### src/include/cmprs_defs.svh
// block dc stage widths shared by the pixel path, block memory and readout
`ifndef CMPRS_DEFS_SVH
`define CMPRS_DEFS_SVH

// pixel byte
`define CMPRS_PIX_W   8

// address inside one 8x8 block, 64 pixels
`define CMPRS_BLK_AW  6

// sum of 64 pixels, max 16320
`define CMPRS_SUM_W   14

// counts of 0 and 255 pixels, 0..64
`define CMPRS_CNT_W   7

// signed pixel after dc removal, -255..255
`define CMPRS_NODC_W  10

// blocks per frame minus one
`define CMPRS_NBLK_W  13

`endif
### src/design/cmprs_cfg_pkg.sv
// command word layout, one 32-bit word decoded as frame or mode format
`default_nettype none

package cmprs_cfg_pkg;

`include "cmprs_defs.svh"

    // frame format word, cfg_sel = 0
    typedef struct packed {
        logic [`CMPRS_NBLK_W-1:0]    n_blocks_m1; // blocks in frame minus 1
        logic [31-`CMPRS_NBLK_W:0]   reserved;    // write as 0
    } cmprs_frame_fmt_s;

    // mode format word, cfg_sel = 1
    typedef struct packed {
        logic                        subtract_dc; // 1 - subtract block average, 0 - subtract 128
        logic [30:0]                 reserved;    // write as 0
    } cmprs_mode_fmt_s;

    // same 32 bits seen through either format
    typedef union packed {
        cmprs_frame_fmt_s            frame_fmt;
        cmprs_mode_fmt_s             mode_fmt;
    } cmprs_cfg_u;

endpackage

`default_nettype wire

### src/design/cmprs_blk_if.sv
// block write and block read buses between pixel input, block memory and readout
`timescale 1ns/1ps
`default_nettype none

`include "cmprs_defs.svh"

interface cmprs_wr_if;
    logic                         we;       // pixel write strobe
    logic [`CMPRS_BLK_AW-1:0]     waddr;    // pixel index inside block
    logic                         wpage;    // page being filled
    logic [`CMPRS_PIX_W-1:0]      wdata;    // pixel byte
    logic                         blk_done; // with 64th pixel
    logic [`CMPRS_SUM_W-1:0]      blk_sum;  // full block sum, valid @ blk_done
    logic [`CMPRS_CNT_W-1:0]      n000;     // zero pixels, valid @ blk_done
    logic [`CMPRS_CNT_W-1:0]      n255;     // 255 pixels, valid @ blk_done

    modport src (output we, waddr, wpage, wdata, blk_done, blk_sum, n000, n255);
    modport dst (input  we, waddr, wpage, wdata, blk_done, blk_sum, n000, n255);
endinterface

interface cmprs_rd_if;
    logic                         blk_ready; // one cycle after blk_done
    logic [`CMPRS_PIX_W-1:0]      avr;       // rounded block average, held till next blk_ready
    logic [`CMPRS_CNT_W-1:0]      n000;      // held till next blk_ready
    logic [`CMPRS_CNT_W-1:0]      n255;
    logic [`CMPRS_BLK_AW-1:0]     raddr;     // from reader
    logic [`CMPRS_PIX_W-1:0]      rdata;     // one cycle after raddr

    modport buff (output blk_ready, avr, n000, n255, rdata, input raddr);
    modport rdr  (input  blk_ready, avr, n000, n255, rdata, output raddr);
endinterface

`default_nettype wire

### src/design/cmprs_block_dc.sv
// block dc removal stage top, pixel input to block memory to dc-free readout
`timescale 1ns/1ps
`default_nettype none

`include "cmprs_defs.svh"

module cmprs_block_dc (
    input  wire                               xclk,
    input  wire                               rst_n_i,
    input  wire                               frame_en_i,
    input  wire                               pre_first_i,
    input  wire                               pix_dv_i,
    input  wire        [`CMPRS_PIX_W-1:0]     pix_i,
    input  wire                               cfg_we_i,
    input  wire                               cfg_sel_i,
    input  cmprs_cfg_pkg::cmprs_cfg_u         cfg_word_i,
    output logic                              ds_o,
    output logic                              dv_o,
    output logic signed [`CMPRS_NODC_W-1:0]   nodc_o,
    output logic       [`CMPRS_PIX_W-1:0]     avr_o,
    output logic                              first_o,
    output logic                              last_o,
    output logic       [`CMPRS_CNT_W-1:0]     n000_o,
    output logic       [`CMPRS_CNT_W-1:0]     n255_o
);

    logic [`CMPRS_NBLK_W-1:0]  n_blocks_m1; // from frame word
    logic                      subtract_dc; // from mode word

    cmprs_wr_if wr_bus ();                  // pixel input to block memory
    cmprs_rd_if rd_bus ();                  // block memory to readout

    cmprs_cfg_regs cmprs_cfg_regs_i (
        .xclk          (xclk),
        .rst_n_i       (rst_n_i),
        .cfg_we_i      (cfg_we_i),
        .cfg_sel_i     (cfg_sel_i),
        .cfg_word_i    (cfg_word_i),
        .n_blocks_m1_o (n_blocks_m1),
        .subtract_dc_o (subtract_dc)
    );

    cmprs_pixel_in cmprs_pixel_in_i (
        .xclk        (xclk),
        .rst_n_i     (rst_n_i),
        .frame_en_i  (frame_en_i),
        .pre_first_i (pre_first_i),
        .pix_dv_i    (pix_dv_i),
        .pix_i       (pix_i),
        .wr          (wr_bus.src)
    );

    cmprs_block_buf cmprs_block_buf_i (
        .xclk       (xclk),
        .rst_n_i    (rst_n_i),
        .frame_en_i (frame_en_i),
        .wr         (wr_bus.dst),
        .rd         (rd_bus.buff)
    );

    cmprs_nodc_out cmprs_nodc_out_i (
        .xclk          (xclk),
        .rst_n_i       (rst_n_i),
        .frame_en_i    (frame_en_i),
        .n_blocks_m1_i (n_blocks_m1),
        .subtract_dc_i (subtract_dc),
        .rd            (rd_bus.rdr),
        .ds_o          (ds_o),
        .dv_o          (dv_o),
        .nodc_o        (nodc_o),
        .avr_o         (avr_o),
        .first_o       (first_o),
        .last_o        (last_o),
        .n000_o        (n000_o),
        .n255_o        (n255_o)
    );

endmodule

`default_nettype wire

### src/design/cmprs_nodc_out.sv
// block readout, removes dc from each pixel and marks first/last block of frame
`timescale 1ns/1ps
`default_nettype none

`include "cmprs_defs.svh"

module cmprs_nodc_out (
    input  wire                               xclk,
    input  wire                               rst_n_i,
    input  wire                               frame_en_i,    // 0 - restart frame count
    input  wire        [`CMPRS_NBLK_W-1:0]    n_blocks_m1_i,
    input  wire                               subtract_dc_i, // 0 - subtract 128
    cmprs_rd_if.rdr                           rd,
    output logic                              ds_o,          // one cycle before dv_o
    output logic                              dv_o,          // 64 cycles of data
    output logic signed [`CMPRS_NODC_W-1:0]   nodc_o,
    output logic       [`CMPRS_PIX_W-1:0]     avr_o,         // valid ds_o to ds_o
    output logic                              first_o,
    output logic                              last_o,
    output logic       [`CMPRS_CNT_W-1:0]     n000_o,
    output logic       [`CMPRS_CNT_W-1:0]     n255_o
);

    logic [`CMPRS_BLK_AW-1:0]  rcnt;      // read address counter
    logic                      rd_run;    // addresses going out
    logic [`CMPRS_NBLK_W-1:0]  blk_cnt;   // block index in frame
    logic                      blk_last;
    logic [`CMPRS_PIX_W-1:0]   sub_r;     // value subtracted from current block

    assign blk_last = (blk_cnt == n_blocks_m1_i);

    always_ff @(posedge xclk) begin
        if (!rst_n_i || !frame_en_i) begin
            rd_run  <= 1'b0;
            rcnt    <= '0;
            ds_o    <= 1'b0;
            dv_o    <= 1'b0;
            blk_cnt <= '0;
            first_o <= 1'b0;
            last_o  <= 1'b0;
        end else begin
            ds_o <= rd.blk_ready;
            dv_o <= rd_run;                  // data lags address by one cycle
            if (rd.blk_ready) begin
                rd_run  <= 1'b1;             // back to back, restarts on address 63
                rcnt    <= '0;
                first_o <= (blk_cnt == '0);
                last_o  <= blk_last;
                blk_cnt <= blk_last ? '0 : blk_cnt + 1'b1; // wrap to next frame
            end else if (rd_run) begin
                rcnt <= rcnt + 1'b1;
                if (&rcnt)
                    rd_run <= 1'b0;
            end
        end
    end

    always_ff @(posedge xclk) begin
        if (rd.blk_ready) begin
            avr_o  <= rd.avr;
            n000_o <= rd.n000;
            n255_o <= rd.n255;
        end
        if (rd_run && (rcnt == '0))          // previous block data still leaving until now
            sub_r <= subtract_dc_i ? rd.avr : `CMPRS_PIX_W'(1 << (`CMPRS_PIX_W - 1));
    end

    assign rd.raddr = rcnt;
    assign nodc_o   = $signed({{(`CMPRS_NODC_W - `CMPRS_PIX_W){1'b0}}, rd.rdata})
                    - $signed({{(`CMPRS_NODC_W - `CMPRS_PIX_W){1'b0}}, sub_r});

endmodule

`default_nettype wire

### src/design/cmprs_block_buf.sv
// two-page block memory with per-page rounded average and 0/255 counts
`timescale 1ns/1ps
`default_nettype none

`include "cmprs_defs.svh"

module cmprs_block_buf (
    input  wire         xclk,
    input  wire         rst_n_i,
    input  wire         frame_en_i, // 0 - drop pending blk_ready
    cmprs_wr_if.dst     wr,
    cmprs_rd_if.buff    rd
);

    localparam int MEM_D = 2 << `CMPRS_BLK_AW; // two pages of 64 bytes

    logic [`CMPRS_PIX_W-1:0]  mem [0:MEM_D-1];
    logic [`CMPRS_PIX_W-1:0]  avr_pg  [0:1];   // average per page
    logic [`CMPRS_CNT_W-1:0]  n000_pg [0:1];
    logic [`CMPRS_CNT_W-1:0]  n255_pg [0:1];
    logic [`CMPRS_SUM_W-1:0]  rnd_sum;         // sum + half block, max 16352
    logic [`CMPRS_PIX_W-1:0]  rdata_r;
    logic                     done_pg;         // page of last finished block
    logic                     rd_pg;           // page being read out
    logic                     ready_r;

    assign rnd_sum = wr.blk_sum + `CMPRS_SUM_W'(1 << (`CMPRS_BLK_AW - 1));

    // pixel storage and registered read
    always_ff @(posedge xclk) begin
        if (wr.we)
            mem[{wr.wpage, wr.waddr}] <= wr.wdata;
        rdata_r <= mem[{rd_pg, rd.raddr}];   // previous page stays readable till blk_ready
    end

    // block statistics, stored into the page just finished
    always_ff @(posedge xclk) begin
        if (wr.blk_done) begin
            avr_pg[wr.wpage]  <= rnd_sum[`CMPRS_BLK_AW +: `CMPRS_PIX_W]; // divide by 64
            n000_pg[wr.wpage] <= wr.n000;
            n255_pg[wr.wpage] <= wr.n255;
        end
    end

    always_ff @(posedge xclk) begin
        if (!rst_n_i) begin
            ready_r <= 1'b0;
            done_pg <= 1'b0;
            rd_pg   <= 1'b0;
        end else if (!frame_en_i) begin
            ready_r <= 1'b0;
            done_pg <= 1'b0;
            rd_pg   <= 1'b0;
        end else begin
            ready_r <= wr.blk_done;          // one cycle after the 64th write
            if (wr.blk_done)
                done_pg <= wr.wpage;
            if (ready_r)
                rd_pg <= done_pg;            // switch readout to the finished page
        end
    end

    assign rd.blk_ready = ready_r;
    assign rd.avr       = avr_pg[done_pg];   // held until next blk_done
    assign rd.n000      = n000_pg[done_pg];
    assign rd.n255      = n255_pg[done_pg];
    assign rd.rdata     = rdata_r;

endmodule

`default_nettype wire

### src/design/cmprs_pixel_in.sv
// pixel input, writes each 64-pixel block into a page and gathers sum and 0/255 counts
`timescale 1ns/1ps
`default_nettype none

`include "cmprs_defs.svh"

module cmprs_pixel_in (
    input  wire                       xclk,
    input  wire                       rst_n_i,
    input  wire                       frame_en_i,  // 0 - clear page toggle
    input  wire                       pre_first_i, // one cycle before block
    input  wire                       pix_dv_i,    // 64 cycles per block
    input  wire [`CMPRS_PIX_W-1:0]    pix_i,
    cmprs_wr_if.src                   wr
);

    logic [`CMPRS_BLK_AW-1:0]  addr_r;   // next pixel index
    logic                      page_r;   // page being filled
    logic [`CMPRS_SUM_W-1:0]   sum_r;    // sum so far
    logic [`CMPRS_CNT_W-1:0]   n000_r;   // zero pixels so far
    logic [`CMPRS_CNT_W-1:0]   n255_r;   // 255 pixels so far
    logic [`CMPRS_SUM_W-1:0]   sum_nxt;  // including current pixel
    logic [`CMPRS_CNT_W-1:0]   n000_nxt;
    logic [`CMPRS_CNT_W-1:0]   n255_nxt;
    logic                      pix_we;
    logic                      last_pix; // 64th pixel of the block
    logic                      is_000;
    logic                      is_255;

    assign pix_we   = pix_dv_i && frame_en_i;
    assign last_pix = pix_we && (&addr_r);
    assign is_000   = (pix_i == '0);
    assign is_255   = &pix_i;
    assign sum_nxt  = sum_r + `CMPRS_SUM_W'(pix_i);
    assign n000_nxt = n000_r + `CMPRS_CNT_W'(is_000);
    assign n255_nxt = n255_r + `CMPRS_CNT_W'(is_255);

    assign wr.we       = pix_we;
    assign wr.waddr    = addr_r;
    assign wr.wpage    = page_r;
    assign wr.wdata    = pix_i;
    assign wr.blk_done = last_pix; // totals below include this pixel
    assign wr.blk_sum  = sum_nxt;
    assign wr.n000     = n000_nxt;
    assign wr.n255     = n255_nxt;

    always_ff @(posedge xclk) begin
        if (!rst_n_i) begin
            addr_r <= '0;
            page_r <= 1'b0;
        end else if (!frame_en_i) begin
            addr_r <= '0;
            page_r <= 1'b0;
        end else begin
            if (pre_first_i)
                addr_r <= '0;              // new block may start on last pixel cycle
            else if (pix_we)
                addr_r <= addr_r + 1'b1;
            if (last_pix)
                page_r <= ~page_r;         // next block goes to the other page
        end
    end

    always_ff @(posedge xclk) begin
        if (pre_first_i) begin
            sum_r  <= '0;
            n000_r <= '0;
            n255_r <= '0;
        end else if (pix_we) begin
            sum_r  <= sum_nxt;
            n000_r <= n000_nxt;
            n255_r <= n255_nxt;
        end
    end

endmodule

`default_nettype wire

### src/design/cmprs_cfg_regs.sv
// command word decoder, keeps frame length and dc mode
`timescale 1ns/1ps
`default_nettype none

`include "cmprs_defs.svh"

module cmprs_cfg_regs (
    input  wire                          xclk,
    input  wire                          rst_n_i,
    input  wire                          cfg_we_i,      // write strobe
    input  wire                          cfg_sel_i,     // 0 - frame word, 1 - mode word
    input  cmprs_cfg_pkg::cmprs_cfg_u    cfg_word_i,
    output logic [`CMPRS_NBLK_W-1:0]     n_blocks_m1_o, // blocks in frame minus 1
    output logic                         subtract_dc_o  // dc mode
);
    import cmprs_cfg_pkg::*;

    cmprs_frame_fmt_s  frame_v; // word read as frame format
    cmprs_mode_fmt_s   mode_v;  // word read as mode format
    logic              wr_frame;
    logic              wr_mode;

    assign frame_v  = cfg_word_i.frame_fmt;
    assign mode_v   = cfg_word_i.mode_fmt;
    assign wr_frame = cfg_we_i && !cfg_sel_i;
    assign wr_mode  = cfg_we_i &&  cfg_sel_i;

    always_ff @(posedge xclk) begin
        if (!rst_n_i) begin
            n_blocks_m1_o <= '0;   // one block per frame
            subtract_dc_o <= 1'b1; // real dc removal by default
        end else begin
            if (wr_frame)
                n_blocks_m1_o <= frame_v.n_blocks_m1;
            if (wr_mode)
                subtract_dc_o <= mode_v.subtract_dc;
        end
    end

endmodule

`default_nettype wire

### config.mk
export PLATFORM = sky130hd
export DESIGN_NAME = cmprs_block_dc
export DESIGN_NICKNAME = d
export VERILOG_FILES = /design/src/design/cmprs_cfg_pkg.sv /design/src/design/cmprs_blk_if.sv /design/src/design/cmprs_block_dc.sv /design/src/design/cmprs_nodc_out.sv /design/src/design/cmprs_block_buf.sv /design/src/design/cmprs_pixel_in.sv /design/src/design/cmprs_cfg_regs.sv
export VERILOG_INCLUDE_DIRS = /design/src /design/src/include
export SDC_FILE = /design/constraint.sdc
export NUM_CORES = 1
export LEC_CHECK = 0
export BUFFER_PORTS_ARGS = -buffer_cell sky130_fd_sc_hd__buf_2
export CAP_MARGIN = 10
export CORE_MARGIN = 5
export CORE_UTILIZATION = 35
export CTS_CLUSTER_SIZE = 25
export DETAILED_ROUTE_END_ITERATION = 7
export GPL_TIMING_DRIVEN = 0
export HOLD_SLACK_MARGIN = 0.02
export PLACE_DENSITY_LB_ADDON = 0.15
export REMOVE_ABC_BUFFERS = 1
export SLEW_MARGIN = 20
export SYNTH_ARGS = -nofsm -noshare
export SYNTH_HDL_FRONTEND = slang
export SYNTH_SLANG_ARGS = --single-unit
### constraint.sdc
create_clock -name xclk -period 5.3 [get_ports xclk]
set_input_delay 0.795 -clock xclk [delete_from_list [all_inputs] [get_ports xclk]]
set_output_delay 0.795 -clock xclk [all_outputs]
set_load 0.01 [all_outputs]
==> results of run 1 <==
[cell type report]
| class | instances | area, µm² | share of cell area (%) |
|---|---|---|---|
| multi-input combinational | 1030 | 11300 | 21.0 |
| antenna | 2 | 5.00 | 0.00933 |
| timing repair buffer | 93 | 1120 | 2.08 |
| tap | 1755 | 2200 | 4.09 |
| clock buffer | 167 | 3540 | 6.60 |
| sequential | 1183 | 34700 | 64.7 |
| clock inverter | 66 | 729 | 1.36 |
| inverter | 26 | 97.6 | 0.182 |
[tightest hold or removal path: stages]
cell and delay [ns]:
buf_2 0.10, nand2_1 0.04, a21boi_0 0.06
[state kept, by name (all words and copies together) (netlist names), 8 cells and up, named ones only]
signal,count
cmprs_block_buf_i.mem,1024
cmprs_block_buf_i.avr_pg,16
cmprs_block_buf_i.n000_pg,14
cmprs_block_buf_i.n255_pg,14
cmprs_pixel_in_i.sum_r,14
cmprs_cfg_regs_i.n_blocks_m1_o,13
cmprs_nodc_out_i.blk_cnt,13
cmprs_block_buf_i.rd.rdata,8
cmprs_nodc_out_i.avr_o,8
cmprs_nodc_out_i.sub_r,8
[path summary, 6_finish.rpt]
path                                                                 from                                        endpoint  slack (ns)
worst max-delay path            cmprs_nodc_out_i.rd.raddr[1]$_SDFFE_PP0P_           cmprs_block_buf_i.rd.rdata[1]$_DFF_P_        1.45
worst min-delay path                                       cfg_word_i[23]  cmprs_cfg_regs_i.n_blocks_m1_o[4]$_SDFFE_PN0P_        0.31
worst max register to register  cmprs_nodc_out_i.rd.raddr[1]$_SDFFE_PP0P_           cmprs_block_buf_i.rd.rdata[1]$_DFF_P_        1.45
worst min register to register     cmprs_pixel_in_i.sum_r[4]$_SDFFE_PP0P_          cmprs_pixel_in_i.sum_r[4]$_SDFFE_PP0P_        0.46
[cells by family (layout without fill, tap and decap cells)]
logic type,Yosys count,in the layout
AND/OR/NAND/NOR,426,426
AO/OA/AOI/OAI,158,158
XOR/XNOR,75,75
buffers and inverters,147,352
adder cells (fa/ha/maj),28,28
multiplexers,343,343
other,0,2
flip-flops,1183,1183
[metrics by stage]
step | setup WS (ns) | area [µm²]
2_1_floorplan | -6.95 | 46000
3_3_place_gp | -13.51 | 48500
3_5_place_dp | 1.34 | 49400
4_1_cts | 1.33 | 53600
5_1_grt | 1.30 | 53600
6_report | 1.45 | 53700
[per-layer routing]
metal,vias to the layer above,wire (µm),share of wire (%)
met3,150,5710,5.1
met2,512,54000,49
li1,9794,-,-
met4,0,2060,1.8
met5,-,0,0
met1,12000,49400,44
[power by group through the flow]
stage / logic (W) / registers, W / clock network (W)
after detailed placement: 0.000346 / 0.0104 / 0
after global placement: 0.000304 / 0.0104 / 0
final: 0.000336 / 0.0102 / 0.00903
after floorplan: 0.000113 / 0.0104 / 0
after CTS: 0.000346 / 0.0102 / 0.00926
after global routing: 0.000373 / 0.0102 / 0.00967
[cells in the final DEF, fill, tap and decap left out, types with 25 or more instances in the layout]
master,instances
nand2_1,100
nand3_1,27
inv_1,25
clkbuf_1,28
ha_1,26
nor2_1,186
xnor2_1,40
buf_2,56
mux4_2,302
clkbuf_16,135
a21oi_1,43
mux2_2,27
edfxtp_1,1098
dfxtp_1,78
xor2_1,35
==> summary.txt, run 1 <==
Synth Area in XOR/XNOR: 1.41%
Hold Path Stages: 3
Register bit count reported by yosys: 1183
VDD IR max: 0.296 mV
Vias per inst: 5.19
Worst Setup Start Kind: flip-flop
Logic pwr share: 1.7%
HPWL Detailed: 69300 µm
Max Cap Viol: 0
IO buf count: 63
Most used DFF post-synth: edfxtp_1
Tightest Pin Transition: 1.03 ns
Drt first pass iters: 5
Via count: 22500
DIE AREA: 0.140 mm²
Post-Synthesis Cells: 2360
Worst Hold Slack: 0.308 ns
Fillers: 11700
Final hold violation count: 0
Global-route wire length before repair: 163000 µm
Post-synth EDFFs: 1098
Die Y: 375 µm
DR WL/cell: 25.7 µm
Clock Root Buffer: clkbuf_16
Top cell type's share of synthesized area: 70.8%
Internal: 0.0157 W
Post-layout min period: 3.85 ns
Fin nets: 2539
H-tree depth: 4
Crit path DAT: 4.44 ns
Die width: 375 µm
Max-Slew Margin vs Limit: 31.2%
Reg power frac: 52.2%
Post-synthesis simple-gate area fraction: 4.14%
Initial Utilization: 35.3%
Max clock buf depth: 3
Seq/Total Area, Yosys: 74.4%
Crit-path most repeated cell: buf_16
Met2 Use GR: 25.6%
CTS tree: built
Unique cell type count in the Yosys netlist: 57
WP data required: 5.89 ns
Largest delay share family, worst path: buffers and inverters
Most frequent cells after synthesis: edfxtp_1, mux4_2, nor2_1, nand2_1, dfxtp_1
Finished Layout Cells: 4322
Core area: 0.132 mm²
Worst setup path category: reg2reg
Starting DRC count in detailed routing: 1863
Row count: 133
Syn. warnings: 0
Layout area overhead: 15.2%
Crit-path max cell delay: 0.55 ns
Post-CTS Repair Setup Buffers: 0
Critical-path cell with the highest stage delay: dfxtp_4
Post-route ant nets: 0
Post_cts resized: 0
Final Max Slew Viols: 0
Post-synth ARST share: 0%
Clock share of power: 46.1%
GRT met3 Usage: 3.43%
Top-count cell post-synth: edfxtp_1
Initial antenna violation count: 2
Psw: 0.00392 W
RSZ-0062 raised after global routing: no
WL final: 111000 µm
Most area-consuming cells after synthesis: edfxtp_1, mux4_2, dfxtp_1, nor2_1, nand2_1
Cell Pwr Density: 365 mW/mm²
CTS Sinks: 1183
Reg clk slew, reported paths: 0.06 ns
GRT Residual Overflow: 0
Largest family of logic cells by synthesized area: multiplexers
Worst-Skew Late Latency: 0.76 ns
Buf+Inv Stages, Crit Path: 4
Fin crit share: 72.6%
I/O Pins: 83
CP Depth: 9
# DRC: 0
Avg Cell Area, Syn: 19.7 µm²
Post-Synth Adder-Cell Area: 0.784%
Final-report setup violation count: 0
Share of cells above drive strength 1: 24.7%
Pwr Total: 0.0196 W
Util after Layout: 40.7%
Synth Area in Compound Gates: 2.23%
Leak: 16.3 nW
Setup TNS Final: 0 ns
Fmax: 260 MHz
Post-synthesis mux area share: 15.6%
Busiest layer in global routing: met2
Crit end category: flip-flop
Worst R2R Path Depth: 9
Status: complete, no violations
Vias in the first global route: 23500
Gr usage total: 15.9%
Crit-path cells: buf_16, buf_16, buf_16, buf_16, mux4_2, mux4_2, a22oi_1, o21ai_1, nor3b_1
Grt met1 use: 22.1%
Final GP Congestion: 0.755
Max Clock Skew: 0.0212 ns
Net Sw Frac: 20.0%
Hold-fix buffers, CTS: 0
Clock buffer count from CTS: 130
Worst-path maximum fanout: 43
Largest net degree at the start of global routing: 101
Cell taking the most area after synthesis: edfxtp_1
Class of the worst hold path: in2reg
Dpl cells: 4087
Mapped Area: 0.0466 mm²
Power figures use the tool's default switching activity.
==> inputs of run 2 (changes only) <==
==> constraint.sdc (replaced) <==
create_clock -name xclk -period 3.13 [get_ports xclk]
set_input_delay 0.4695 -clock xclk [delete_from_list [all_inputs] [get_ports xclk]]
set_output_delay 0.4695 -clock xclk [all_outputs]
set_load 0.01 [all_outputs]
==> summary.txt, run 2 (same netlist as run 1, synthesis figures left out) <==
Status: complete, no violations
Fin area: 0.0545 mm² (+1.5%)
CTS Sinks: 1183 (unchanged)
Worst setup path category: reg2reg
Crit path DAT: 3.67 ns (-0.77 ns)
Drt first pass iters: 6 (+1)
Crit-path cells: buf_16, buf_16, buf_4, bufbuf_16, mux4_2, mux4_2, o22ai_1, nor3b_1
Cell Pwr Density: 609 mW/mm² (+67%)
Largest Register: cmprs_block_buf_i.mem
GRT Residual Overflow: 0 (unchanged)
DR WL/cell: 26.4 µm (+2.6%)
Worst-Skew Late Latency: 0.76 ns (about the same)
Final GP Congestion: 0.755 (unchanged)
# DRC: 0 (unchanged)
Reg clk slew, reported paths: 0.06 ns (about the same)
Post-route ant nets: 0 (unchanged)
Fillers: 11700 (-0.66%)
H-tree depth: 4 (unchanged)
Class of the worst hold path: in2reg
WL final: 115000 µm (+3.6%)
Global-route wire length before repair: 168000 µm (+2.6%)
Fin crit share: 98.3% (+26 points)
Pwr Total: 0.0332 W (+70%)
Final Max Slew Viols: 0 (unchanged)
Placed Area: 0.0494 mm² (unchanged)
Most common cell after layout, fill and taps aside: edfxtp_1
Clock buffer count from CTS: 130 (unchanged)
Share of cells above drive strength 1: 26.3% (+1.6 points)
Final-report setup violation count: 0 (unchanged)
Max clock buf depth: 3 (unchanged)
Post-layout min period: 3.08 ns (-0.768 ns)
Max Clock Skew: 0.0195 ns (-0.00170 ns)
I/O Pins: 83 (unchanged)
Via count: 22700 (+1.3%)
Crit end category: flip-flop
Worst R2R Path Depth: 8 (-1)
Tightest Pin Transition: 1.04 ns (+0.0126 ns)
IO buf count: 63 (unchanged)
Fmax: 325 MHz (+25%)
Row count: 133 (unchanged)
Critical-path cell with the highest stage delay: mux4_2
Leak: 16.7 nW (+2.1%)
Max FFs per register: 1024 (unchanged)
Initial antenna violation count: 1 (-1)
HPWL Detailed: 69300 µm (unchanged)
Largest net degree at the start of global routing: 101 (unchanged)
Clock Root Buffer: clkbuf_16
ANT cells: 0 (-2)
Max-Slew Margin vs Limit: 30.5% (-0.73 points)
Max Cap Viol: 0 (unchanged)
Die width: 375 µm (unchanged)
Final hold violation count: 0 (unchanged)
RSZ-0062 raised after global routing: yes
CTS tree: built
Vias per inst: 5.21 (+0.29%)
WP data required: 3.72 ns (-2.17 ns)
Worst Setup Start Kind: flip-flop
DIE AREA: 0.140 mm² (unchanged)
Hold Path Stages: 2 (-1)
Vias in the first global route: 23800 (+1.3%)
Layout area overhead: 16.9%
Worst-path maximum fanout: 15 (-65%)
Most frequent cells in the layout: edfxtp_1, mux4_2, nor2_1, clkbuf_16, nand2_1
Initial Utilization: 35.3% (unchanged)
Die Y: 375 µm (unchanged)
Gr usage total: 16.4% (+0.53 points)
Crit-path max cell delay: 0.53 ns (-0.02 ns)
Biggest regs: cmprs_block_buf_i.mem (1024), cmprs_block_buf_i.avr_pg (16)
Starting DRC count in detailed routing: 1904 (+2.2%)
VDD IR max: 0.502 mV (+70%)
Fin nets: 2583 (+1.7%)
Core area: 0.132 mm² (unchanged)
-- run 2: changes by cell type in the layout (fill, tap and decap cells not counted), sizes merged --
cell,delta
buf,+17
bufbuf,+11
clkbuf,+1
diode,-2
dlygate4sd3,+15
-- run 2: timing repair --
| item | in CTS | in global routing |
|---|---|---|
| gates resized for setup | 15 | 19 |
| buffers inserted | 14 | 3 |
| setup endpoints to repair | 12 | 18 |
| pin swaps | 3 | 5 |
| hold buffers | 15 | 0 |
| cloned | 11 | 1 |
| hold endpoints to repair | 14 | 0 |
-- run 2: report_power, final --
group | switching [W] | internal [W]
logic | 0.000428 | 0.000170
registers | 0.0000198 | 0.0173
clock network | 0.00621 | 0.00909
total | 0.00665 | 0.0265
-- run 2: stage by stage --
stage / hold slack (ns) / TNS [ns] / utilization [%] / worst slack (ns) / instances
after floorplan: 0.430 / -192.70 / - / -9.12 / 2239
after global placement: 0.446 / -1062.79 / 36.8 / -15.68 / 4057
after detailed placement: 0.453 / -53.55 / 37.5 / -0.831 / 4087
after CTS: 0.0502 / 0 / 41.2 / 0.00973 / 4360
after global routing: 0.0766 / -0.137 / 41.3 / -0.0576 / 4364
final: 0.111 / 0 / 41.3 / 0.0518 / 4364
-- run 2: final timing paths --
kind                                                  start                                      to  slack [ns]
hold reg to reg      cmprs_pixel_in_i.sum_r[4]$_SDFFE_PP0P_  cmprs_pixel_in_i.sum_r[4]$_SDFFE_PP0P_        0.46
hold / removal                                   frame_en_i        cmprs_nodc_out_i.dv_o$_SDFF_PN0_        0.11
setup / recovery  cmprs_nodc_out_i.rd.raddr[0]$_SDFFE_PP0P_   cmprs_block_buf_i.rd.rdata[5]$_DFF_P_        0.05
setup reg to reg  cmprs_nodc_out_i.rd.raddr[0]$_SDFFE_PP0P_   cmprs_block_buf_i.rd.rdata[5]$_DFF_P_        0.05
-- run 2: worst max-delay path: cells and delay by family (launching register included) --
family | cells | cell delay [ns]
AOI/OAI and AO/OA | 1 | 0.52
buffers and inverters | 4 | 0.78
DFF | 1 | 0.38
muxes | 2 | 1.04
and+or+nand+nor | 1 | 0.19
-- run 2: layout make-up --
cell class              count  area (µm²)  share of cell area (%)
flip-flops and latches   1183       34700                    63.7
multi-input cells        1030       11400                    20.9
clock buffers             167        3540                    6.50
well taps                1755        2200                    4.03
repair buffers            137        1820                    3.33
clock inverters            66         729                    1.34
inverters                  26        97.6                   0.179
-- run 2: metal layers --
layer	up-vias	wire length, µm	track usage, %
li1	9883	-	-
met1	12100	50900	22.7
met2	576	55600	26.4
met3	145	6630	3.78
met4	0	2040	3.91
met5	-	0	0
